File: config.mk
export PLATFORM = sky130hd
export DESIGN_NAME = ialu_adder
export DESIGN_NICKNAME = d
export VERILOG_FILES = /design/src/ialu_pkg.sv /design/src/ialu_adder.sv
export SDC_FILE = /design/constraint.sdc
export NUM_CORES = 1
export LEC_CHECK = 0
export ABC_AREA = 1
export BUFFER_PORTS_ARGS = -buffer_cell sky130_fd_sc_hd__buf_2
export CORE_MARGIN = 2
export CORE_UTILIZATION = 35
export DETAILED_ROUTE_END_ITERATION = 12
export PLACE_DENSITY = 0.67
export SYNTH_ARGS = -nofsm -noshare
export SYNTH_HDL_FRONTEND = slang
export SYNTH_SLANG_ARGS = --single-unit
export TNS_END_PERCENT = 1
File: constraint.sdc
create_clock -name vclk -period 3.7
set_input_delay 0.185 -clock vclk [all_inputs]
set_output_delay 0.185 -clock vclk [all_outputs]
set_load 0.01 [all_outputs]
File: src/ialu_pkg.sv
// Shared widths, commands and bundles for the integer ALU
// Imported by every ALU module and by the testbench

package ialu_pkg;

    // --------------------
    // Widths and constants
    localparam int ialu_xlen      = 32;
    localparam int ialu_shamt_w   = 5;
    localparam int ialu_sqrt_w    = 16;
    localparam int ialu_mul_cnt_w = 5;
    localparam logic [ialu_mul_cnt_w-1:0] ialu_mul_init_cnt = ialu_mul_cnt_w'(ialu_xlen - 1);

    typedef logic [ialu_xlen-1:0] ialu_word_t;

    // --------------------
    // Commands
    typedef enum logic [4:0] {
        ialu_cmd_and,
        ialu_cmd_or,
        ialu_cmd_xor,
        ialu_cmd_add,
        ialu_cmd_sub,
        ialu_cmd_sub_lt,
        ialu_cmd_sub_ltu,
        ialu_cmd_sub_eq,
        ialu_cmd_sub_ne,
        ialu_cmd_sub_ge,
        ialu_cmd_sub_geu,
        ialu_cmd_sll,
        ialu_cmd_srl,
        ialu_cmd_sra,
        ialu_cmd_sqrt,
        ialu_cmd_mul,
        ialu_cmd_mulh,
        ialu_cmd_mulhsu,
        ialu_cmd_mulhu
    } ialu_cmd_e;

    typedef struct packed {
        ialu_word_t op1;
        ialu_word_t op2;
        ialu_cmd_e  cmd;
    } ialu_req_s;

    typedef struct packed {
        logic z;                // Result is zero
        logic s;                // Result sign
        logic o;                // Signed overflow
        logic c;                // Carry out, borrow on sub
    } ialu_flags_s;

    typedef struct packed {
        logic hi;               // High half of product
        logic op1_signed;
        logic op2_signed;
    } ialu_mul_kind_s;

    typedef enum logic {
        ialu_mul_idle,
        ialu_mul_iter
    } ialu_mul_state_e;

endpackage
File: src/ialu_adder.sv
// Main adder/subtractor of the ALU
// Also produces the flags that the compare commands are built from

`timescale 1ns/1ps

module ialu_adder (
    input  ialu_pkg::ialu_word_t  op1,
    input  ialu_pkg::ialu_word_t  op2,
    input  logic                  sum_sub,
    output ialu_pkg::ialu_word_t  sum_res,
    output ialu_pkg::ialu_flags_s sum_flags
);
    import ialu_pkg::*;

    logic [ialu_xlen:0] sum_ext;      // Result with carry bit on top

    always_comb begin
        if (sum_sub) begin
            sum_ext = {1'b0, op1} - {1'b0, op2};  // Borrow lands in the top bit
        end else begin
            sum_ext = {1'b0, op1} + {1'b0, op2};
        end
    end

    assign sum_res = sum_ext[ialu_xlen-1:0];

    // --------------------
    // Flags
    assign sum_flags.z = ~|sum_ext[ialu_xlen-1:0];
    assign sum_flags.s = sum_ext[ialu_xlen-1];
    assign sum_flags.c = sum_ext[ialu_xlen];

    // Overflow as seen by a subtraction, which is all compares use
    assign sum_flags.o = (~op1[ialu_xlen-1] &  op2[ialu_xlen-1] &  sum_ext[ialu_xlen-1])
                       | ( op1[ialu_xlen-1] & ~op2[ialu_xlen-1] & ~sum_ext[ialu_xlen-1]);

endmodule

======== Word level (Yosys, flattened, before mapping) ========
Index checks and enable logic that the tools add are counted.
cells by class
  add/sub/neg operators ................... 2
  mux-type cells .......................... 1
  bitwise gates (word level) .............. 8
  reductions and logical operators ........ 2
operators by type and width
  cell              number
  $add 32x32->33    1
  $mux 33           1
  $sub 32x32->33    1
  $reduce_or 32->1  1
  $and 1x1->1       4
  $not 1->1         3
  $logic_not 1->1   1
  $or 1x1->1        1
storage, ports and cells
  bits in registers ....................... 0
  bits of input ports ..................... 65
  output and inout bits ................... 36
  word-level logic and storage cells ...... 13

======== Longest topological paths before layout ========
  depth after elaboration ................. 5
  gate-level depth with buffers ........... 24
  gate-level depth less buffers ........... 24

======== Worst setup path before layout ========
OpenSTA, ideal clock, no wires.
  kind .................................... in2out
  from .................................... in op2[1]
  to ...................................... out sum_flags[3] (netlist bit)
  data arrival time ....................... 2.764 ns
  required time ........................... 3.515 ns
  slack ................................... 0.751 ns
  cell stages on the path ................. 19
  buffers on the path ..................... 0
  cell sequence ........................... inv_1 ha_1 nand3_2 nor2_2 nand4_2 nor3_1 a31oi_1 xor2_1 ha_1 inv_1 nor3_1 and2_1 and2_1 nand2_1 nand3_1 nand2_1 inv_1 nand4_1 nor2_1
RTL lines
  what         line              text
  from (decl)  ialu_adder.sv:8   input ialu_pkg::ialu_word_t op2,
  to (decl)    ialu_adder.sv:11  output ialu_pkg::ialu_flags_s sum_flags

==> summary.txt <==
die area - 11400 sq um
Distinct cells, synth - 33
area of the mapped netlist - 3690 sq um
die width - 107 um
layout cell share with drive strength beyond 1 - 0.218
Critical Path End Type - output port
worst-path cell chain - buf_2 > inv_2 > nand3_2 > nor3_2 > nand2_2 > nor2_4 > nand4_1 > o21ai_2 > o21ai_1 > xnor2_1 > ha_2 > nand2_2 > nor2_1 > and2_4 > nand3_1 > nand2_1 > nand2_1 > nand2_1 > nand2_1 > nor2_1 > nand3_1 > nor2_1 > buf_2
post-synthesis adder-cell area fraction - 0.117
max_slew headroom - 0.648
most common cell after layout, fill and taps aside - nand2_1
PnR Total Power - 1.06 mW
worst slew pin tran - 0.528 ns
core area - 10300 sq um
Comb pwr share - 1.000
Total GRT Usage - 0.196
Yosys warnings - 0
GRT Residual Overflow - 0
number of global-route vias before repair - 4059
Final Setup Violations - 0
final hold vios - 0
critical path peak fanout - 5
Hold WC Path Type - input pin to output port
clock buffer count - 0
pin count of the biggest net entering global routing - 18
Switch Pwr - 672 uW
XOR/XNOR share of the synthesized area - 0.0830
multiplexer share of the synthesized area - 0
post-route minimum period - 3.47 ns
first-pass GRT wire length - 18500 um
worst stage delay on the critical path - 0.41 ns
Antenna Nets Post-Route - 0
CP dominant cell by count - nand2_1
vias per inst - 4.63
Reg area - 0 sq um
Cells after Synth - 759
Final period util - 0.939
Power Dens Cells - 228 nW/um^2
number of antenna diodes - 0
switch share - 0.637
area leader, netlist - nand2_1
Residual DRC - 0
Die Ht - 107 um
Final HPWL DP - 10300 um
Max Freq - 0.288 GHz
Crit path buffers/inverters - 3
post-synthesis simple-gate area fraction - 0.540
Initial Utilization - 0.359
Synth Area in Compound Gates - 0.0647
largest family of logic cells by synthesized area - simple AND/OR/NAND/NOR gates
Max VDD drop - 0.102 mV
Iter 0 DRT Violations - 277
Crit Path Class - input pin to output port
drt total wl - 11600 um
Routability Congestion - 0.930
DR WL/cell - 11.6 um
initial antenna violation count - 0
register share of total power - 0
CP required - 3.51 ns
Yosys top cell area share - 0.276
FP Rows - 37
routed vias - 4637
synth top area cells - nand2_1 28%, inv_1 18%, ha_1 11%
num sequential - 0
sequential area share after synthesis - 0
most frequent cells in the layout - 258 x nand2_1, 175 x inv_1, 101 x buf_2
drt pass-1 iters - 5
status - completed
Buffers on Ports - 101
Clk pwr share - 0
P_int - 383 uW
Final Cell Area - 4620 sq um
Final #Nets - 966
slowest CP cell - ha_2
leak pwr - 2.87 nW
MaxCap Viol Count - 0
area delta synth->final - 25.1%
# IOs - 101
WHS Path Cells - 4
syn_nets - 858
Worst Setup Start Kind - input pin
Arr. time, crit path - 3.29 ns
family with the most delay on the worst path - simple AND/OR/NAND/NOR gates
syn_area_per_cell - 4.87 sq um
placed inst area - 4350 sq um
WP depth - 23
Slew Viols, Final - 0
-- tightest hold or removal path, stage by stage --
cell and delay (ns):
buf_2 0.12, nand2_1 0.06, o21ai_0 0.07, buf_2 0.13
-- power by group through the flow --
stage	Combinational, mW	Sequential, mW	Clock (mW)
5_1_grt	1.19	0	0
2_1_floorplan	0.684	0	0
3_5_place_dp	0.984	0	0
4_1_cts	0.986	0	0
3_3_place_gp	0.985	0	0
6_report	1.06	0	0
-- final cells by class --
cell class / count / area (sq um)
well taps: 136 / 170
inverters: 184 / 691
multi-input cells: 570 / 3180
repair buffers: 111 / 581
fillers: 1213 / 5660
-- per-layer routing --
metal	global-route usage	wire length (um)	part of all wire
met4	0.0269	186	0.016
met2	0.321	5110	0.44
met3	0.00608	536	0.046
met5	0	0	0
met1	0.292	5770	0.50
-- repair_timing --
action,CTS,global route
resized for setup,0,58
hold buffers,0,0
setup endpoints to repair,0,2
setup buffers,0,8
-- path summary, 6_finish.rpt --
kind	slack [ns]	end	from
setup / recovery	0.23	sum_flags[3]	op2[0]
hold / removal	0.75	sum_flags[1]	op1[31]
-- stage by stage --
| stage | cells | setup TNS (ns) | utilization | hold WS, ns | setup slack (ns) |
|---|---|---|---|---|---|
| floorplan | 759 | 0 | - | 0.523 | 0.751 |
| global placement | 993 | 0 | 0.424 | 0.739 | 0.104 |
| global route | 1001 | -0.0606 | 0.449 | 0.779 | -0.0606 |
| CTS | 993 | 0 | 0.424 | 0.744 | 0.104 |
| detailed placement | 993 | 0 | 0.424 | 0.744 | 0.120 |
| finish | 1001 | 0 | 0.449 | 0.753 | 0.227 |
-- cell families (layout without fill, tap and decap cells) --
family | Yosys count | count (layout)
AOI/OAI and AO/OA | 45 | 45
buffers and inverters | 189 | 295
adders and majority gates | 34 | 34
and+or+nand+nor | 456 | 456
xor gates and xnor gates | 35 | 35
-- cell usage after synthesis (all sizes together) --
cell	number
a21oi	27
a31oi	2
and2	3
buf	2
clkbuf	3
fa	1
ha	33
inv	184
nand2	281
nand3	51
nand3b	9
nand4	12
nor2	79
nor3	16
nor4	1
o21ai	13
o21bai	1
o31ai	2
or2	4
xnor2	11
xor2	24
(Power assumes the default switching activity.)
