--- src/ialu_pkg.sv ---
// Shared widths, commands and bundles for the integer ALU
// Imported by every ALU module and by the testbench

package ialu_pkg;

    // --------------------
    // Widths and constants
    localparam int ialu_xlen      = 32;
    localparam int ialu_shamt_w   = 5;
    localparam int ialu_sqrt_w    = 16;
    localparam int ialu_mul_cnt_w = 5;
    localparam logic [ialu_mul_cnt_w-1:0] ialu_mul_init_cnt = ialu_mul_cnt_w'(ialu_xlen - 1);

    typedef logic [ialu_xlen-1:0] ialu_word_t;

    // --------------------
    // Commands
    typedef enum logic [4:0] {
        ialu_cmd_and,
        ialu_cmd_or,
        ialu_cmd_xor,
        ialu_cmd_add,
        ialu_cmd_sub,
        ialu_cmd_sub_lt,
        ialu_cmd_sub_ltu,
        ialu_cmd_sub_eq,
        ialu_cmd_sub_ne,
        ialu_cmd_sub_ge,
        ialu_cmd_sub_geu,
        ialu_cmd_sll,
        ialu_cmd_srl,
        ialu_cmd_sra,
        ialu_cmd_sqrt,
        ialu_cmd_mul,
        ialu_cmd_mulh,
        ialu_cmd_mulhsu,
        ialu_cmd_mulhu
    } ialu_cmd_e;

    typedef struct packed {
        ialu_word_t op1;
        ialu_word_t op2;
        ialu_cmd_e  cmd;
    } ialu_req_s;

    typedef struct packed {
        logic z;                // Result is zero
        logic s;                // Result sign
        logic o;                // Signed overflow
        logic c;                // Carry out, borrow on sub
    } ialu_flags_s;

    typedef struct packed {
        logic hi;               // High half of product
        logic op1_signed;
        logic op2_signed;
    } ialu_mul_kind_s;

    typedef enum logic {
        ialu_mul_idle,
        ialu_mul_iter
    } ialu_mul_state_e;

endpackage
--- src/ialu_ctrl.sv ---
// Command decode and result selection of the ALU
// Computes logic ops and shifts locally and forms compares from the adder flags

`timescale 1ns/1ps

module ialu_ctrl (
    input  logic                     ialu_vd,
    input  ialu_pkg::ialu_req_s      ialu_req,
    input  ialu_pkg::ialu_word_t     sum_res,
    input  ialu_pkg::ialu_flags_s    sum_flags,
    input  ialu_pkg::ialu_word_t     sqrt_res,
    input  ialu_pkg::ialu_word_t     mul_res,
    output logic                     sum_sub,
    output logic                     mul_vd,
    output ialu_pkg::ialu_mul_kind_s mul_kind,
    output ialu_pkg::ialu_word_t     ialu_res,
    output logic                     ialu_cmp
);
    import ialu_pkg::*;

    ialu_cmd_e               cmd;
    logic                    is_mul;
    logic                    lt;          // Signed less-than
    logic                    ltu;         // Unsigned less-than
    logic                    eq;
    logic                    cmp_bit;
    logic [ialu_shamt_w-1:0] shamt;

    assign cmd   = ialu_req.cmd;
    assign shamt = ialu_req.op2[ialu_shamt_w-1:0];

    // --------------------
    // Decode
    assign sum_sub = (cmd != ialu_cmd_add);
    assign is_mul  = (cmd == ialu_cmd_mul) | (cmd == ialu_cmd_mulh)
                   | (cmd == ialu_cmd_mulhsu) | (cmd == ialu_cmd_mulhu);
    assign mul_vd  = ialu_vd & is_mul;

    assign mul_kind.hi         = (cmd != ialu_cmd_mul);
    assign mul_kind.op1_signed = (cmd != ialu_cmd_mulhu);
    assign mul_kind.op2_signed = (cmd == ialu_cmd_mul) | (cmd == ialu_cmd_mulh);

    // --------------------
    // Compares
    assign lt  = sum_flags.s ^ sum_flags.o;
    assign ltu = sum_flags.c;
    assign eq  = sum_flags.z;

    always_comb begin
        case (cmd)
            ialu_cmd_sub_lt:  cmp_bit = lt;
            ialu_cmd_sub_ltu: cmp_bit = ltu;
            ialu_cmd_sub_eq:  cmp_bit = eq;
            ialu_cmd_sub_ne:  cmp_bit = ~eq;
            ialu_cmd_sub_ge:  cmp_bit = ~lt;
            ialu_cmd_sub_geu: cmp_bit = ~ltu;
            default:          cmp_bit = 1'b0;   // Low for non-compares
        endcase
    end

    assign ialu_cmp = cmp_bit;

    // --------------------
    // Result select
    always_comb begin
        ialu_res = '0;
        case (cmd)
            ialu_cmd_and: ialu_res = ialu_req.op1 & ialu_req.op2;
            ialu_cmd_or:  ialu_res = ialu_req.op1 | ialu_req.op2;
            ialu_cmd_xor: ialu_res = ialu_req.op1 ^ ialu_req.op2;
            ialu_cmd_add,
            ialu_cmd_sub: ialu_res = sum_res;
            ialu_cmd_sub_lt,
            ialu_cmd_sub_ltu,
            ialu_cmd_sub_eq,
            ialu_cmd_sub_ne,
            ialu_cmd_sub_ge,
            ialu_cmd_sub_geu: begin
                ialu_res = ialu_word_t'(cmp_bit);    // Flag in bit 0
            end
            ialu_cmd_sll: ialu_res = ialu_req.op1 << shamt;
            ialu_cmd_srl: ialu_res = ialu_req.op1 >> shamt;
            ialu_cmd_sra: ialu_res = $signed(ialu_req.op1) >>> shamt;
            ialu_cmd_sqrt: ialu_res = sqrt_res;
            ialu_cmd_mul,
            ialu_cmd_mulh,
            ialu_cmd_mulhsu,
            ialu_cmd_mulhu: ialu_res = mul_res;    // Valid only with ready
            default: ialu_res = '0;
        endcase
    end

endmodule

--- config.mk ---
export PLATFORM = sky130hd
export DESIGN_NAME = ialu_ctrl
export DESIGN_NICKNAME = d
export VERILOG_FILES = /design/src/ialu_pkg.sv /design/src/ialu_ctrl.sv
export SDC_FILE = /design/constraint.sdc
export NUM_CORES = 1
export LEC_CHECK = 0
export ABC_AREA = 1
export BUFFER_PORTS_ARGS = -buffer_cell sky130_fd_sc_hd__buf_4
export CAP_MARGIN = 20
export CORE_MARGIN = 10
export CORE_UTILIZATION = 58
export DETAILED_ROUTE_END_ITERATION = 10
export PLACE_DENSITY = 0.9
export SLEW_MARGIN = 40
export SYNTH_ARGS = -nofsm -noshare
export SYNTH_HDL_FRONTEND = slang
export SYNTH_SLANG_ARGS = --single-unit
--- constraint.sdc ---
create_clock -name vclk -period 3.7
set_clock_uncertainty 0.05 [all_clocks]
set_input_delay 0.74 -clock vclk [all_inputs]
set_output_delay 0.74 -clock vclk [all_outputs]
set_load 0.01 [all_outputs]
Yosys cells after proc, flatten, opt, wreduce, memory -nomap -nowiden

Index checks and enable logic that the tools add are counted.

Input port bits: 170
Output and inout port bits: 38
Word-level logic and storage cells: 41
Register bits: 0

Mux-type cells: 2
Equal/unequal tests: 21
Reduce and logical (&&, ||, !) cells: 4
Bitwise gates (word level): 11
Shifts and indexed selects: 3

Operators by type and width:

| operator           | number |
|---|---|
| $pmux 32 s10       | 1 |
| $eq 5x4->1 const B | 8 |
| $and 32x32->32     | 1 |
| $or 32x32->32      | 1 |
| $shl 32x5->32      | 1 |
| $shr 32x5->32      | 1 |
| $sshr 32x5->32     | 1 |
| $xor 32x32->32     | 1 |
| $eq 5x3->1 const B | 4 |
| $eq 5x5->1 const B | 3 |
| $eq 5x2->1 const B | 2 |
| $pmux 1 s6         | 1 |
| $reduce_or 6->1    | 1 |
| $eq 5x1->1 const B | 1 |
| $logic_not 5->1    | 1 |
| $ne 5x2->1 const B | 1 |
| $ne 5x4->1 const B | 1 |
| $ne 5x5->1 const B | 1 |
| $reduce_or 4->1    | 1 |
| $not 1->1          | 3 |
| $or 1x1->1         | 3 |
| $reduce_or 2->1    | 1 |
| $and 1x1->1        | 1 |
| $xor 1x1->1        | 1 |

Depth between registers and ports, before layout

Depth after elaboration: 5
Mapped depth: 14
Gate-level depth less buffers: 13

Worst setup path after synthesis

Ideal clock, no wire load.

Kind: input-to-output
From: input port ialu_req[7] in the netlist's numbering
To: output port ialu_res[2]
Slack: 988 ps
Stages: 8
Required time: 2910 ps
Arrival: 1922 ps
Path buffers: 2
Cells stage by stage: inv_2 buf_2 buf_1 ha_1 nand2_1 o2111ai_1 nor2_1 nand3_1

Word-level cells in the longest chain between the ends: 2
Elaborated cells on any way between the ends: 7
Classes of those cells: 3 x shift; 1 x mux; 3 x bitwise

RTL lines:

| what                                         | line            | RTL |
|---|---|---|
| from (decl)                                  | ialu_ctrl.sv:8  | `input ialu_pkg::ialu_req_s ialu_req,` |
| $sshr 32x5->32, or another cell as far along | ialu_ctrl.sv:83 | `ialu_cmd_sra: ialu_res = $signed(ialu_req.op1) >>> shamt;` |
| $pmux 32 s10 (*)                             | ialu_ctrl.sv:67 | `case (cmd)` |
| to (decl)                                    | ialu_ctrl.sv:16 | `output ialu_pkg::ialu_word_t ialu_res,` |

Every way passes the cells marked *; elsewhere a longest branch is shown, timed or not.

Final worst setup path

From: input port ialu_req[3] in the netlist's numbering
To: output port ialu_res[6]

Word-level cells in the longest chain between the ends: 3
Elaborated cells on any way between the ends: 23
Classes of those cells: 18 x eq/ne; 1 x mux; 4 x reduce/logical

RTL lines:

| what                                          | line |
|---|---|
| $eq 5x3->1, or another cell as far along      | ialu_ctrl.sv:67 |
| $reduce_or 6->1, or another cell as far along | ialu_ctrl.sv:67 |
| $pmux 32 s10 (*)                              | ialu_ctrl.sv:67 |

Marks and branches as above.

==> impl_metrics.ini <==
[drt]
viasPerCell = 6.300
drc = 0
ant_nets = 0
wl_per_cell_um = 20.09
drt-initial-drc-count = 1774
dr.pass1.iters = 8
wirelength_um = 30630
vias = 9607

[global_route]
antenna_found_initial = 1
grt_usage = 0.3789
globalRoute.totalOverflow = 0
grt_max_degree = 66
grt_pass1_vias = 8759
grt_pass1_wl_um = 46070

[finish]
drive_gt1_frac = 0.1994
area_growth_pct = 24.90
layout.cells.most_common_list = nand2_1, nand3_1, buf_4, inv_1, ha_1
fill_cells = 934
fin_nets = 1626
diodes = 0
design_area_mm2 = 0.007775
layout_commonest_cell = nand2_1
post-route-util = 0.7498
ff_latch_area_um2 = 0
design.seq.count = 0
clock_buffers = 0

[critical_path]
critPathTopFamily = simple AND/OR/NAND/NOR gates
end_kind = output pin
worstPathArrival_ps = 2610
path_cells = buf_4 > nand2_2 > clkinv_2 > nand2_2 > nand2_2 > nand2_1 > nand2_1 > nor2_1 > nand2_1 > nor2_1 > nand2_1 > buf_4
cpMostUsedCell = nand2_1
worstPathMaxFanout = 32
crit_path_max_incr_delay_ps = 360
crit_required_ps = 2910
critPathSlowestCell = nand2_2
worstSetupPathType = input port to output pin
cp-start-kind = input port
crit_buf_inv = 3

[clock_network]
hold_buffers = 0
postCtsSetupRepairBufs = 0
cts_resized = 0

[floorplanning]
fp-row-count = 37
io_pins = 208
core_mm2 = 0.01037
fp.dieH_um = 123.6
start_util = 0.6003
dieWidth_um = 123.6
die-area_mm2 = 0.01528

[timing]
worstMarginPinSlew_ps = 659.0
setup_violations = 0
rsz0062_at_grt = false
slew_viol_final = 0
hold_viol_final = 0
fmax_mhz = 294.0
finalSetupTns_ps = 0
max_slew_margin = 0.5591
finalCritPeriodShare = 0.9192
fin_crit_ps = 3401

[yosys]
synth.top_cell.area_share = 0.2804
synthTopCellsByArea = nand2_1, nand3_1, ha_1
netlist_instances = 1228
netlist_area_mm2 = 0.006225
yosysUniqueCellTypes = 43
synthesis.nets = 1463
yosys_warnings = 0
synth_top_cell_by_area = nand2_1
ys_seq_area_frac = 0
avgSynthCellArea_um2 = 5.069

[power_and_ir_drop]
vdd.ir_drop.worst_mv = 0.1088
power.density_mw_per_mm2 = 115.7
power.total_uw = 899.7
power_leakage_nw = 4.374

[placed_design]
place_area_mm2 = 0.007775
io_buffers = 208
dp_hpwl_um = 25200
place.gp.congestion = 1.090

[flow_run]
maxCapViolCount = 0

[min_path]
hold_path_class = input port to output pin

[outcome]
status = finished clean
per-layer routing:
metal	wire length [um]	up-vias	GRT usage
met5	13	-	0
met4	2411	2	0.2380
met3	4482	186	0.09367
met2	12910	810	0.5864
met1	10810	4198	0.4615
li1	-	4411	-
cells in the mapped netlist (all sizes together), types with 2 or more instances:
| cell | instances |
|---|---|
| a21boi | 2 |
| a21oi | 11 |
| a22o | 2 |
| and2 | 3 |
| buf | 57 |
| clkbuf | 14 |
| clkinv | 2 |
| ha | 65 |
| inv | 91 |
| nand2 | 477 |
| nand3 | 326 |
| nand3b | 2 |
| nand4 | 29 |
| nor2 | 72 |
| nor3 | 8 |
| o2111ai | 5 |
| o211ai | 20 |
| o21ai | 29 |
| o31ai | 2 |
| or2 | 5 |
through the flow:
step	setup WS (ps)	cells	hold WS, ps
6_report	298.9	1525	1736
5_1_grt	119.6	1525	1764
4_1_cts	395.0	1525	1733
3_5_place_dp	399.2	1525	1733
3_3_place_gp	447.6	1525	1726
2_1_floorplan	988.5	1228	1534
power breakdown:
| group | internal, mW | switching, mW |
|---|---|---|
| registers | 0 | 0 |
| clock network | 0 | 0 |
| logic | 0.352 | 0.548 |
| total | 0.352 | 0.548 |
worst min-delay path: stages:
cell,delay [ps]
buf_4,70
a211oi_1,50
nand2_1,60
buf_4,120
cell type report:
| type | instances | area (um^2) | share of cell area |
|---|---|---|---|
| Timing Repair Buffer | 232 | 1804 | 0.2321 |
| Multi-Input combinational cell | 1064 | 5443 | 0.7000 |
| Tap cell | 136 | 170.2 | 0.02189 |
| Inverter | 93 | 357.8 | 0.04603 |
logic make-up after synthesis:
group                    Yosys count  share of synthesized area
XOR/XNOR                           1                   0.001407
buffers and inverters            164                     0.1256
AND/OR/NAND/NOR                  923                     0.6663
adder cells (fa/ha/maj)           65                     0.1307
AO/OA/AOI/OAI                     75                    0.07598
worst paths after layout:
check / from / slack [ps] / endpoint / cells past startpoint
hold / removal: mul_res[30] / 1740 / ialu_res[30] / 4
setup / recovery: ialu_req[3] / 300 / ialu_res[6] / 12
(Power assumes the default switching activity.)
