`config.mk`:
```
export PLATFORM = sky130hd
export DESIGN_NAME = ialu_serial_mul
export DESIGN_NICKNAME = d
export VERILOG_FILES = /design/src/ialu_pkg.sv /design/src/ialu_serial_mul.sv
export SDC_FILE = /design/constraint.sdc
export NUM_CORES = 1
export LEC_CHECK = 0
export ABC_CLOCK_PERIOD_IN_PS = 6600
export CAP_MARGIN = 15
export CORE_MARGIN = 3
export CORE_UTILIZATION = 46
export DETAILED_ROUTE_END_ITERATION = 8
export DONT_BUFFER_PORTS = 1
export SLEW_MARGIN = 20
export SYNTH_ARGS = -nofsm -noshare
export SYNTH_HDL_FRONTEND = slang
export SYNTH_SLANG_ARGS = --single-unit
export TNS_END_PERCENT = 10
```
`constraint.sdc`:
```
create_clock -name clk -period 6.6 [get_ports clk]
set_input_delay 0 -clock clk [delete_from_list [all_inputs] [get_ports clk]]
set_output_delay 0 -clock clk [all_outputs]
set_load 0.02 [all_outputs]
```
`src/ialu_pkg.sv`:
```
// Shared widths, commands and bundles for the integer ALU
// Imported by every ALU module and by the testbench

package ialu_pkg;

    // --------------------
    // Widths and constants
    localparam int ialu_xlen      = 32;
    localparam int ialu_shamt_w   = 5;
    localparam int ialu_sqrt_w    = 16;
    localparam int ialu_mul_cnt_w = 5;
    localparam logic [ialu_mul_cnt_w-1:0] ialu_mul_init_cnt = ialu_mul_cnt_w'(ialu_xlen - 1);

    typedef logic [ialu_xlen-1:0] ialu_word_t;

    // --------------------
    // Commands
    typedef enum logic [4:0] {
        ialu_cmd_and,
        ialu_cmd_or,
        ialu_cmd_xor,
        ialu_cmd_add,
        ialu_cmd_sub,
        ialu_cmd_sub_lt,
        ialu_cmd_sub_ltu,
        ialu_cmd_sub_eq,
        ialu_cmd_sub_ne,
        ialu_cmd_sub_ge,
        ialu_cmd_sub_geu,
        ialu_cmd_sll,
        ialu_cmd_srl,
        ialu_cmd_sra,
        ialu_cmd_sqrt,
        ialu_cmd_mul,
        ialu_cmd_mulh,
        ialu_cmd_mulhsu,
        ialu_cmd_mulhu
    } ialu_cmd_e;

    typedef struct packed {
        ialu_word_t op1;
        ialu_word_t op2;
        ialu_cmd_e  cmd;
    } ialu_req_s;

    typedef struct packed {
        logic z;                // Result is zero
        logic s;                // Result sign
        logic o;                // Signed overflow
        logic c;                // Carry out, borrow on sub
    } ialu_flags_s;

    typedef struct packed {
        logic hi;               // High half of product
        logic op1_signed;
        logic op2_signed;
    } ialu_mul_kind_s;

    typedef enum logic {
        ialu_mul_idle,
        ialu_mul_iter
    } ialu_mul_state_e;

endpackage
```
`src/ialu_serial_mul.sv`:
```
// Iterative shift-and-add multiplier, one bit of op2 per cycle
// Operands must stay stable while mul_vd is high; mul_rdy marks the result cycle
// Dropping mul_vd aborts the operation and returns the FSM to idle

`timescale 1ns/1ps

module ialu_serial_mul (
    input  logic                     clk,
    input  logic                     rst_n,
    input  logic                     mul_vd,
    input  ialu_pkg::ialu_mul_kind_s mul_kind,
    input  ialu_pkg::ialu_word_t     op1,
    input  ialu_pkg::ialu_word_t     op2,
    output ialu_pkg::ialu_word_t     mul_res,
    output logic                     mul_rdy
);
    import ialu_pkg::*;

    ialu_mul_state_e           state;
    ialu_mul_state_e           state_nxt;
    logic [ialu_mul_cnt_w-1:0] cnt;          // Remaining iterations
    logic [ialu_mul_cnt_w-1:0] cnt_nxt;
    logic                      cnt_borrow;
    logic                      iter_req;     // Start iterating from idle
    logic                      iter_last;    // Final step in ITER
    logic                      mul_bit;      // Current op2 bit
    logic                      step_sub;
    logic [ialu_xlen:0]        op1_ext;
    logic [ialu_xlen:0]        partial;
    logic [ialu_xlen:0]        acc_ext;
    logic [ialu_xlen:0]        step_sum;
    ialu_word_t                acc_hi;       // High product half
    ialu_word_t                acc_lo;       // Low product bits and unused op2 bits
    ialu_word_t                hi_nxt;
    ialu_word_t                lo_nxt;

    // --------------------
    // FSM
    always_ff @(posedge clk or negedge rst_n) begin
        if (!rst_n) begin
            state <= ialu_mul_idle;
        end else if (!mul_vd) begin
            state <= ialu_mul_idle;         // Abort on request drop
        end else begin
            state <= state_nxt;
        end
    end

    always_comb begin
        state_nxt = state;
        case (state)
            ialu_mul_idle: begin
                if (iter_req) begin
                    state_nxt = ialu_mul_iter;
                end
            end
            ialu_mul_iter: begin
                if (iter_last) begin
                    state_nxt = ialu_mul_idle;
                end
            end
            default: state_nxt = ialu_mul_idle;
        endcase
    end

    // --------------------
    // Counter
    always_comb begin
        {cnt_borrow, cnt_nxt} = {1'b0, (state == ialu_mul_idle) ? ialu_mul_init_cnt : cnt} - 1'b1;
    end

    assign iter_req  = (|op1) & (|op2);      // Zero operand needs no iterations
    assign iter_last = (state == ialu_mul_iter) & cnt_borrow;

    // --------------------
    // Datapath step
    assign op1_ext  = {mul_kind.op1_signed & op1[ialu_xlen-1], op1};
    assign mul_bit  = (state == ialu_mul_idle) ? op2[0] : acc_lo[0];
    assign partial  = mul_bit ? op1_ext : '0;
    assign step_sub = mul_kind.op2_signed & iter_last;  // MSB of signed op2 weighs negative

    always_comb begin
        if (state == ialu_mul_idle) begin
            acc_ext = '0;
        end else begin
            acc_ext = {mul_kind.op1_signed & acc_hi[ialu_xlen-1], acc_hi};
        end
        step_sum = step_sub ? (acc_ext - partial) : (acc_ext + partial);
        hi_nxt   = step_sum[ialu_xlen:1];
        if (state == ialu_mul_idle) begin
            lo_nxt = {step_sum[0], op2[ialu_xlen-1:1]};
        end else begin
            lo_nxt = {step_sum[0], acc_lo[ialu_xlen-1:1]};
        end
    end

    always_ff @(posedge clk) begin
        if (mul_vd & ~mul_rdy) begin
            cnt    <= cnt_nxt;
            acc_hi <= hi_nxt;
            acc_lo <= lo_nxt;
        end
    end

    // --------------------
    // Outputs
    assign mul_rdy = ~mul_vd | ((state == ialu_mul_idle) ? ~iter_req : iter_last);
    assign mul_res = (state == ialu_mul_iter) ? (mul_kind.hi ? hi_nxt : lo_nxt) : '0;

endmodule

```
After elaboration in Yosys (flattened, before gate mapping)
Index checks and enable logic that the tools add are counted.

storage, ports and cells
  logic and storage cells = 33
  bits in registers = 70
  bits of input ports = 70

cells by class
  add/subtract/negate cells = 3
  bitwise operators = 11
  reductions and logical operators = 2
  multiplexer cells = 13

operators by type and width
  cell                                               number
  two-way mux 33 bit                                 3
  two-way mux 32 bit                                 2
  OR reduction 32 bit                                2
  adder 33 bit                                       1
  subtractor 33 bit                                  1
  two-way mux 31 bit                                 1
  bitwise AND 1 bit                                  6
  subtractor 5 x 1 -> 6 bit (second input constant)  1
  two-way mux 1 bit                                  5
  two-way mux 5 bit                                  1
  inverter 1 bit                                     4
  case mux 1 bit (2 select lines)                    1
  OR 1 bit                                           1

Logic depth before layout (Yosys ltp)
Gate-level depths: netlist of run 1.

  depth after elaboration = 7
  depth in mapped cells = 20
  gate-level depth less buffers = 18

Worst setup path before layout of run 1
OpenSTA, ideal clock, no wires.

  kind = flip-flop to flip-flop
  from = reg state
  to = reg acc_hi[28], data pin
  library setup time = 265 ps
  period minus slack after synthesis = 4165 ps
  data required time = 6335 ps
  path slack = 2435 ps
  data arrival time = 3901 ps
  cell stages (with the launch flop) = 20
  path buffers = 3
  path through = dfrtp_1 > clkbuf_1 > o21ai_1 > clkbuf_1 > nand2_1 > ha_1 > inv_1 > o21a_1 > a21oi_1 > and2_1 > a311oi_1 > ha_1 > clkbuf_1 > nand2_1 > o21ai_0 > a21oi_1 > a31oi_1 > nor3b_1 > a31oi_1 > xnor2_1

between the ends
  longest elaborated chain between the ends = 5
  elaborated cells between the ends (all ways) = 10

ends and longest elaborated chain
  what                                                                  RTL line                source
  from (decl)                                                           ialu_serial_mul.sv:19   ialu_mul_state_e state;
  from (signal assigned)                                                ialu_serial_mul.sv:41   state <= ialu_mul_idle;
  from (signal assigned)                                                ialu_serial_mul.sv:43   state <= ialu_mul_idle;
  from (signal assigned)                                                ialu_serial_mul.sv:45   state <= state_nxt;
  parallel branches: the longest is 4 deep, another holds adder 33 bit  n/a
  two-way mux 33 bit *                                                  ialu_serial_mul.sv:88   step_sum = step_sub ? (acc_ext - partial) : (acc_ext + partial);
  via step_sum[29]                                                      ialu_serial_mul.sv:31   logic [ialu_xlen:0] step_sum;
  to (signal assigned)                                                  ialu_serial_mul.sv:100  acc_hi <= hi_nxt;
  to (decl)                                                             ialu_serial_mul.sv:32   ialu_word_t acc_hi;

Mark *: on every way through the listed nets, which the timed path passes.
A chain may end at the register's enable or synchronous reset.

Worst setup path in the final report of run 1
  from = reg state
  to = out mul_res[31]

between the ends
  longest elaborated chain between the ends = 7
  elaborated cells between the ends (all ways) = 12

ends and longest elaborated chain
  what                                                                  RTL line                source
  parallel branches: the longest is 4 deep, another holds adder 33 bit  n/a
  two-way mux 33 bit *                                                  ialu_serial_mul.sv:88
  via step_sum[32]                                                      ialu_serial_mul.sv:31
  two-way mux 32 bit * (2 in series)                                    ialu_serial_mul.sv:108  assign mul_res = (state == ialu_mul_iter) ? (mul_kind.hi ? hi_nxt : lo_nxt) : '0;
  to (decl)                                                             ialu_serial_mul.sv:14   output ialu_pkg::ialu_word_t mul_res,

Marks and branches as above.

==> flow_metrics.tcl, run 1 <==
set metrics [dict create \
    ys_seq_elements 70 \
    tns_ns 0 \
    drc 0 \
    endpoint_kind "output pin" \
    critPathTopFamily "compound AO/OA/AOI/OAI gates" \
    dieWidth_um 123 \
    grt_overflow 0 \
    synth-async-reset-ratio_pct 1.43 \
    clk_latency_ns 0.34 \
    path_cells "nand2_1 > o21ai_2 > buf_4 > nand2_1 > ha_1 > inv_1 > o21ai_1 > a21boi_1 > a21oi_1 > nor3_1 > ha_1 > nor2b_1 > o21ai_0 > nand2b_1 > a221oi_1 > xnor2_1 > o21ba_1" \
    clk_pin_slew_ns 0.06 \
    layout_commonest_cell "nand2_1" \
    drt_iter0_drc 509 \
    synth_fp_nets 842 \
    areaGrowthSynthToFinish_pct 12.0 \
    crit_buf_inv 2 \
    worst_pin_slew_ns 1.01 \
    final_cell_mix "82 x nand2_1, 69 x edfxtp_1, 57 x nor2_1" \
    start_util_pct 48.3 \
    criticalPathCategory "flip-flop to output pin" \
    synth-edff-count 69 \
    htreeDepth 3 \
    fin_skew_ns 0.00781 \
    syn_avg_cell_area_um2 8.50 \
    max_stage_delay_ns 0.66 \
    grt_pass1_vias 5418 \
    clock_sinks 70 \
    core_area_um2 13000 \
    cp_max_fo 36 \
    relSlewSlack_pct 32.5 \
    power_leakage_uw 0.00263 \
    ant_nets 0 \
    fmax_mhz 186 \
    post_cts_buffers 0 \
    diodes 0 \
    hold_path_class "input pin to flip-flop" \
    viasPerCell 6.16 \
    status "complete, no violations" \
    synth_ff_type "edfxtp_1" \
    finalHoldViolations 0 \
    setup_viol 0 \
    yosys_warnings 0 \
    num_vias 5659 \
    finalWirelength_um 18600 \
    grt_pass1_wl_um 28900 \
    drive_above_1_share_pct 7.37 \
    syn_area_um2 6260 \
    synth_largest_area_cell "edfxtp_1" \
    place_hpwl_um 14100 \
    ir_drop_uv 165 \
    cap_violations 0 \
    gp_congestion 0.964 \
    finalCriticalPeriod_ns 5.38 \
    die_y_um 123 \
    synthTopCellsByArea "edfxtp_1 33%, ha_1 6.8%, nand2_1 4.9%" \
    ys_seq_area_share_pct 33.5 \
    clock_tree.buffer_depth 2 \
    fin_nets 846 \
    port_buffers 0 \
    cp.arrival_ns 5.38 \
    finalCritPeriodShare_pct 81.5 \
    fillers 1181 \
    io_pins 103 \
    rsz0062_at_grt "no" \
    slowest_stage "dfrtp_2" \
    p_per_area_nw_per_um2 305 \
    syn-instance-count 737 \
    cts_buffers 9 \
    slew_viol_final 0 \
    grt_max_degree 72 \
    antenna_found_initial 1 \
    firstDrtPassIters 5 \
    yosysTopAreaCellShare_pct 33.1 \
    utilization_pct 54.1 \
    required_ns 6.60 \
    track_usage_pct 24.9 \
    num_rows 41 \
    die_area_um2 15000 \
    cts-root-buf "clkbuf_16" \
    cts_tree "built" \
    crit_path_start_kind "flip-flop" \
    synth_cell_types 64 \
    wire_per_inst_um 20.3 \
]
registers in the layout, summed over array words and instances (netlist names):
signal and flops:
acc_hi 32, acc_lo 32, cnt 5, state 1
per-stage QoR:
step	instance area [µm²]	std cells	worst slack [ns]	hold slack, ns	total power, µW
floorplan	6260	737	2.43	-0.296	1350
global placement	6350	869	1.71	-0.296	1560
detailed placement	6350	869	1.68	-0.296	1570
CTS	7020	918	1.30	0.167	2130
global route	7020	918	0.874	0.200	2270
finish	7020	918	1.22	0.203	2140
power by group:
| group | switching, µW | internal, µW | total (µW) |
|---|---|---|---|
| registers | 28.0 | 622 | 650 |
| clock network | 208 | 338 | 545 |
| logic | 611 | 337 | 948 |
worst paths after layout:
kind                       slack (ns)  depth (start not counted)           to         from
setup / recovery                 1.22                         17  mul_res[31]        state
hold / removal                   0.20                          3   acc_hi[31]  mul_kind[1]
setup reg to reg                 1.58                         14   acc_hi[29]        state
hold reg to reg                  0.56                          2   acc_lo[17]   acc_lo[18]
max in group asynchronous        6.06                          2        state        rst_n
min in group asynchronous        0.42                          2        state        rst_n
routing by layer:
layer	global-route usage, %	wire length [µm]
met5	0	7
met4	5.04	163
met3	4.84	1730
met2	35.8	7730
met1	38.7	8980
tightest hold or removal path, stage by stage:
cell and delay (ns):
nand2_1 0.05, xnor2_1 0.14, xnor2_1 0.14
cell families (layout without fill, tap and decap cells):
kind of cell	Yosys count	in the layout	synth area share, %
XOR/XNOR	54	54	7.55
AND/OR/NAND/NOR	280	280	22.3
buffers and inverters	72	81	4.32
multiplexers	33	33	5.65
adder cells (fa/ha/maj)	35	35	7.11
AO/OA/AOI/OAI	193	193	19.6
flip-flops	70	70	33.5
Yosys cell counts (4+ instances only):
cell       n
nand2_1   82
edfxtp_1  69
nor2_1    57
a21oi_1   54
o21ai_0   53
clkbuf_1  43
and2_1    36
ha_1      34
xnor2_1   31
inv_1     27
xor2_1    23
nand3_1   22
mux2_2    19
nand4_1   19
nor3_1    15
mux2i_1   14
nor4_1    12
o211ai_1   8
a31oi_1    7
nand2b_1   7
o21bai_1   7
o221ai_1   7
o21a_1     6
a21o_1     5
a311oi_1   5
o31ai_1    5
or3_1      5
nor2b_1    4
or2_2      4
or4_1      4
repair_timing:
| item | CTS | global route |
|---|---|---|
| endpoints found under the hold margin | 32 | 0 |
| hold buffers | 33 | 0 |
| resized for setup | 0 | 0 |
final cells by class:
cell class                      count  area (µm²)  area share [%]
Clock buffer                        9         225            3.21
Timing Repair Buffer               37         360            5.14
Clock inverter                      7         105            1.50
Multi-Input combinational cell    595        3910            55.7
Sequential cell                    70        2100            29.9
Inverter                           28         105            1.50
Tap cell                          172         215            3.07
Power figures use the tool's default switching activity.
==> run 2: changes to the inputs <==
- ABC_AREA: unset -> 1
- ABC_CLOCK_PERIOD_IN_PS: 6600 -> 5600
- clock period: 6.6 -> 5.6 ns (I/O delays scaled with it)
==> flow_metrics.tcl, run 2 <==
set metrics [dict create \
    ys_seq_area_share_pct 29.9 \
    yosys_warnings 0 \
    worst_pin_slew_ns 0.943 \
    finalCritPeriodShare_pct 82.7 \
    die_area_um2 16800 \
    wire_per_inst_um 15.1 \
    fin_nets 1233 \
    areaGrowthSynthToFinish_pct 11.1 \
    cp.arrival_ns 4.63 \
    die_y_um 129 \
    combPwrFrac_pct 38.7 \
    p_per_area_nw_per_um2 282 \
    io_pins 103 \
    syn_area_um2 7010 \
    synth-async-reset-ratio_pct 1.43 \
    place_hpwl_um 15900 \
    synth_fp_nets 1210 \
    syn-instance-count 1105 \
    tns_ns 0 \
    drt_iter0_drc 435 \
    htreeDepth 3 \
    fin_skew_ns 0.00977 \
    swShare_pct 38.6 \
    largestRegisters "acc_hi x32, acc_lo x32, cnt x5" \
    path_common_cell "nand2_1" \
    ant_nets 0 \
    power_frac_seq_pct 32.6 \
    yosysTopAreaCellShare_pct 29.6 \
    port_buffers 0 \
    path_cells "buf_4 > nand2_1 > nand2_2 > nand2_1 > ha_1 > nand2_1 > nor2_1 > inv_1 > nor2_1 > a21oi_1 > xnor2_1 > ha_1 > nand2_1 > nor2_1 > inv_1 > nor3_1 > o21ai_0 > nand3_1 > nand2_1 > nand2_1 > nand2_1 > o21ai_0" \
    hold_path_class "input pin to flip-flop" \
    final_cell_mix "395 x nand2_1, 187 x inv_1, 106 x nor2_1" \
    power_leakage_uw 0.00411 \
    synth_ff_type "edfxtp_1" \
    crit_path_start_kind "flip-flop" \
    start_util_pct 47.7 \
    post_cts_resized 0 \
    clock_tree.buffer_depth 2 \
    critPathTopFamily "simple AND/OR/NAND/NOR gates" \
    finalCriticalPeriod_ns 4.63 \
    dieWidth_um 129 \
    num_rows 44 \
    slew_viol_final 0 \
    pwr-share-clk_pct 28.8 \
    clk_latency_ns 0.34 \
    cap_violations 0 \
    whs_ns 0.181 \
    track_usage_pct 23.9 \
    criticalPathCategory "flip-flop to output pin" \
    status "complete, no violations" \
    drc 0 \
    grt_overflow 0 \
    max_stage_delay_ns 0.39 \
    p_sw_uw 848 \
    drive_above_1_share_pct 3.88 \
    r2r-start "state" \
    finalWirelength_um 19800 \
    endpoint_kind "output pin" \
    power_uw 2200 \
    layout_commonest_cell "nand2_1" \
    grt_max_degree 52 \
    clk_pin_slew_ns 0.06 \
    gp_congestion 0.955 \
    required_ns 5.60 \
    syn_avg_cell_area_um2 6.34 \
    synth_cell_types 38 \
    firstDrtPassIters 5 \
    synthTopCellsByArea "edfxtp_1 30%, nand2_1 21%, inv_1 10%" \
    clock_sinks 70 \
    min_from "mul_kind[1]" \
    core_area_um2 14700 \
    synthMostInstantiatedCell "nand2_1" \
    cts_buffers 9 \
    antenna_found_initial 0 \
    grt_pass1_vias 6213 \
    cp_max_fo 51 \
    viasPerCell 5.08 \
    synthTopCellsByCount "395 x nand2_1, 188 x inv_1, 107 x nor2_1" \
    finalHoldViolations 0 \
    crit_buf_inv 3 \
    ir_drop_uv 187 \
    grt_pass1_wl_um 31100 \
    fmax_mhz 216 \
    cts-root-buf "clkbuf_16" \
    synth-edff-count 69 \
    ys_seq_elements 70 \
    setup_viol 0 \
    cts_tree "built" \
    startpoint "state" \
    slowest_stage "dfrtp_1" \
    num_vias 6690 \
    post_cts_buffers 0 \
    synth_largest_area_cell "edfxtp_1" \
    rsz0062_at_grt "no" \
    p_int_uw 1350 \
    relSlewSlack_pct 37.1 \
]
==> run 2: power by group through the flow <==
stage	logic [µW]	registers [µW]	clock network (µW)
CTS	844	716	643
global route	960	722	665
finish	850	716	632
floorplan	632	721	0
detailed placement	821	727	0
global placement	825	725	0
==> run 2: final timing paths <==
kind                               end  slack, ns  cells past startpoint
max                        mul_res[18]       0.97                     22
min                         acc_hi[31]       0.18                      6
max reg2reg                 acc_hi[17]       1.37                     18
min reg2reg                  acc_lo[0]       0.54                      2
max in group asynchronous        state       5.09                      2
min in group asynchronous        state       0.41                      2
==> run 2: repair_timing <==
action	CTS	global route
hold endpoints to repair	32	0
setup endpoints to repair	0	0
hold buffers	33	0
==> run 2: routing by layer <==
layer,global-route usage (%),vias up,wire length [µm]
met4,6.42,0,386
met1,34.8,2911,9640
met2,36.8,226,8350
met5,0,-,0
met3,4.08,21,1460
li1,-,3532,-
==> run 2: area by class of cell <==
cell class                 instances  area, µm²
antenna                            1       2.50
clock buffer                      10        229
clock inverter                     6       93.8
fill                            1469       6910
inverter                         191        717
multi-input combinational        820       4070
sequential                        70       2100
tap                              184        230
timing repair buffer              36        353
==> run 2: cells by family after synthesis <==
| family | count (synthesis) | share of synthesized area [%] |
|---|---|---|
| flip-flops | 70 | 29.9 |
| buffers and inverters | 215 | 12.1 |
| AND/OR/NAND/NOR | 628 | 37.7 |
| adder cells (fa/ha/maj) | 35 | 6.35 |
| AO/OA/AOI/OAI | 116 | 8.85 |
| XOR/XNOR | 41 | 5.12 |
==> run 2: tightest hold or removal path, stage by stage <==
cell     delay, ns
nand2_1       0.04
nor2_1        0.06
inv_1         0.05
nand2_1       0.06
nand3_1       0.08
and2_1        0.12
==> run 2: per-stage QoR <==
| step | utilization [%] | instances | instance area (µm²) | setup WS, ns |
|---|---|---|---|---|
| 4_1_cts | 53.0 | 1317 | 7780 | 0.960 |
| 3_5_place_dp | 48.5 | 1268 | 7130 | 1.35 |
| 2_1_floorplan | - | 1105 | 7010 | 2.30 |
| 6_report | 53.0 | 1318 | 7790 | 0.966 |
| 3_3_place_gp | 48.5 | 1268 | 7130 | 1.36 |
| 5_1_grt | 53.0 | 1317 | 7790 | 0.347 |
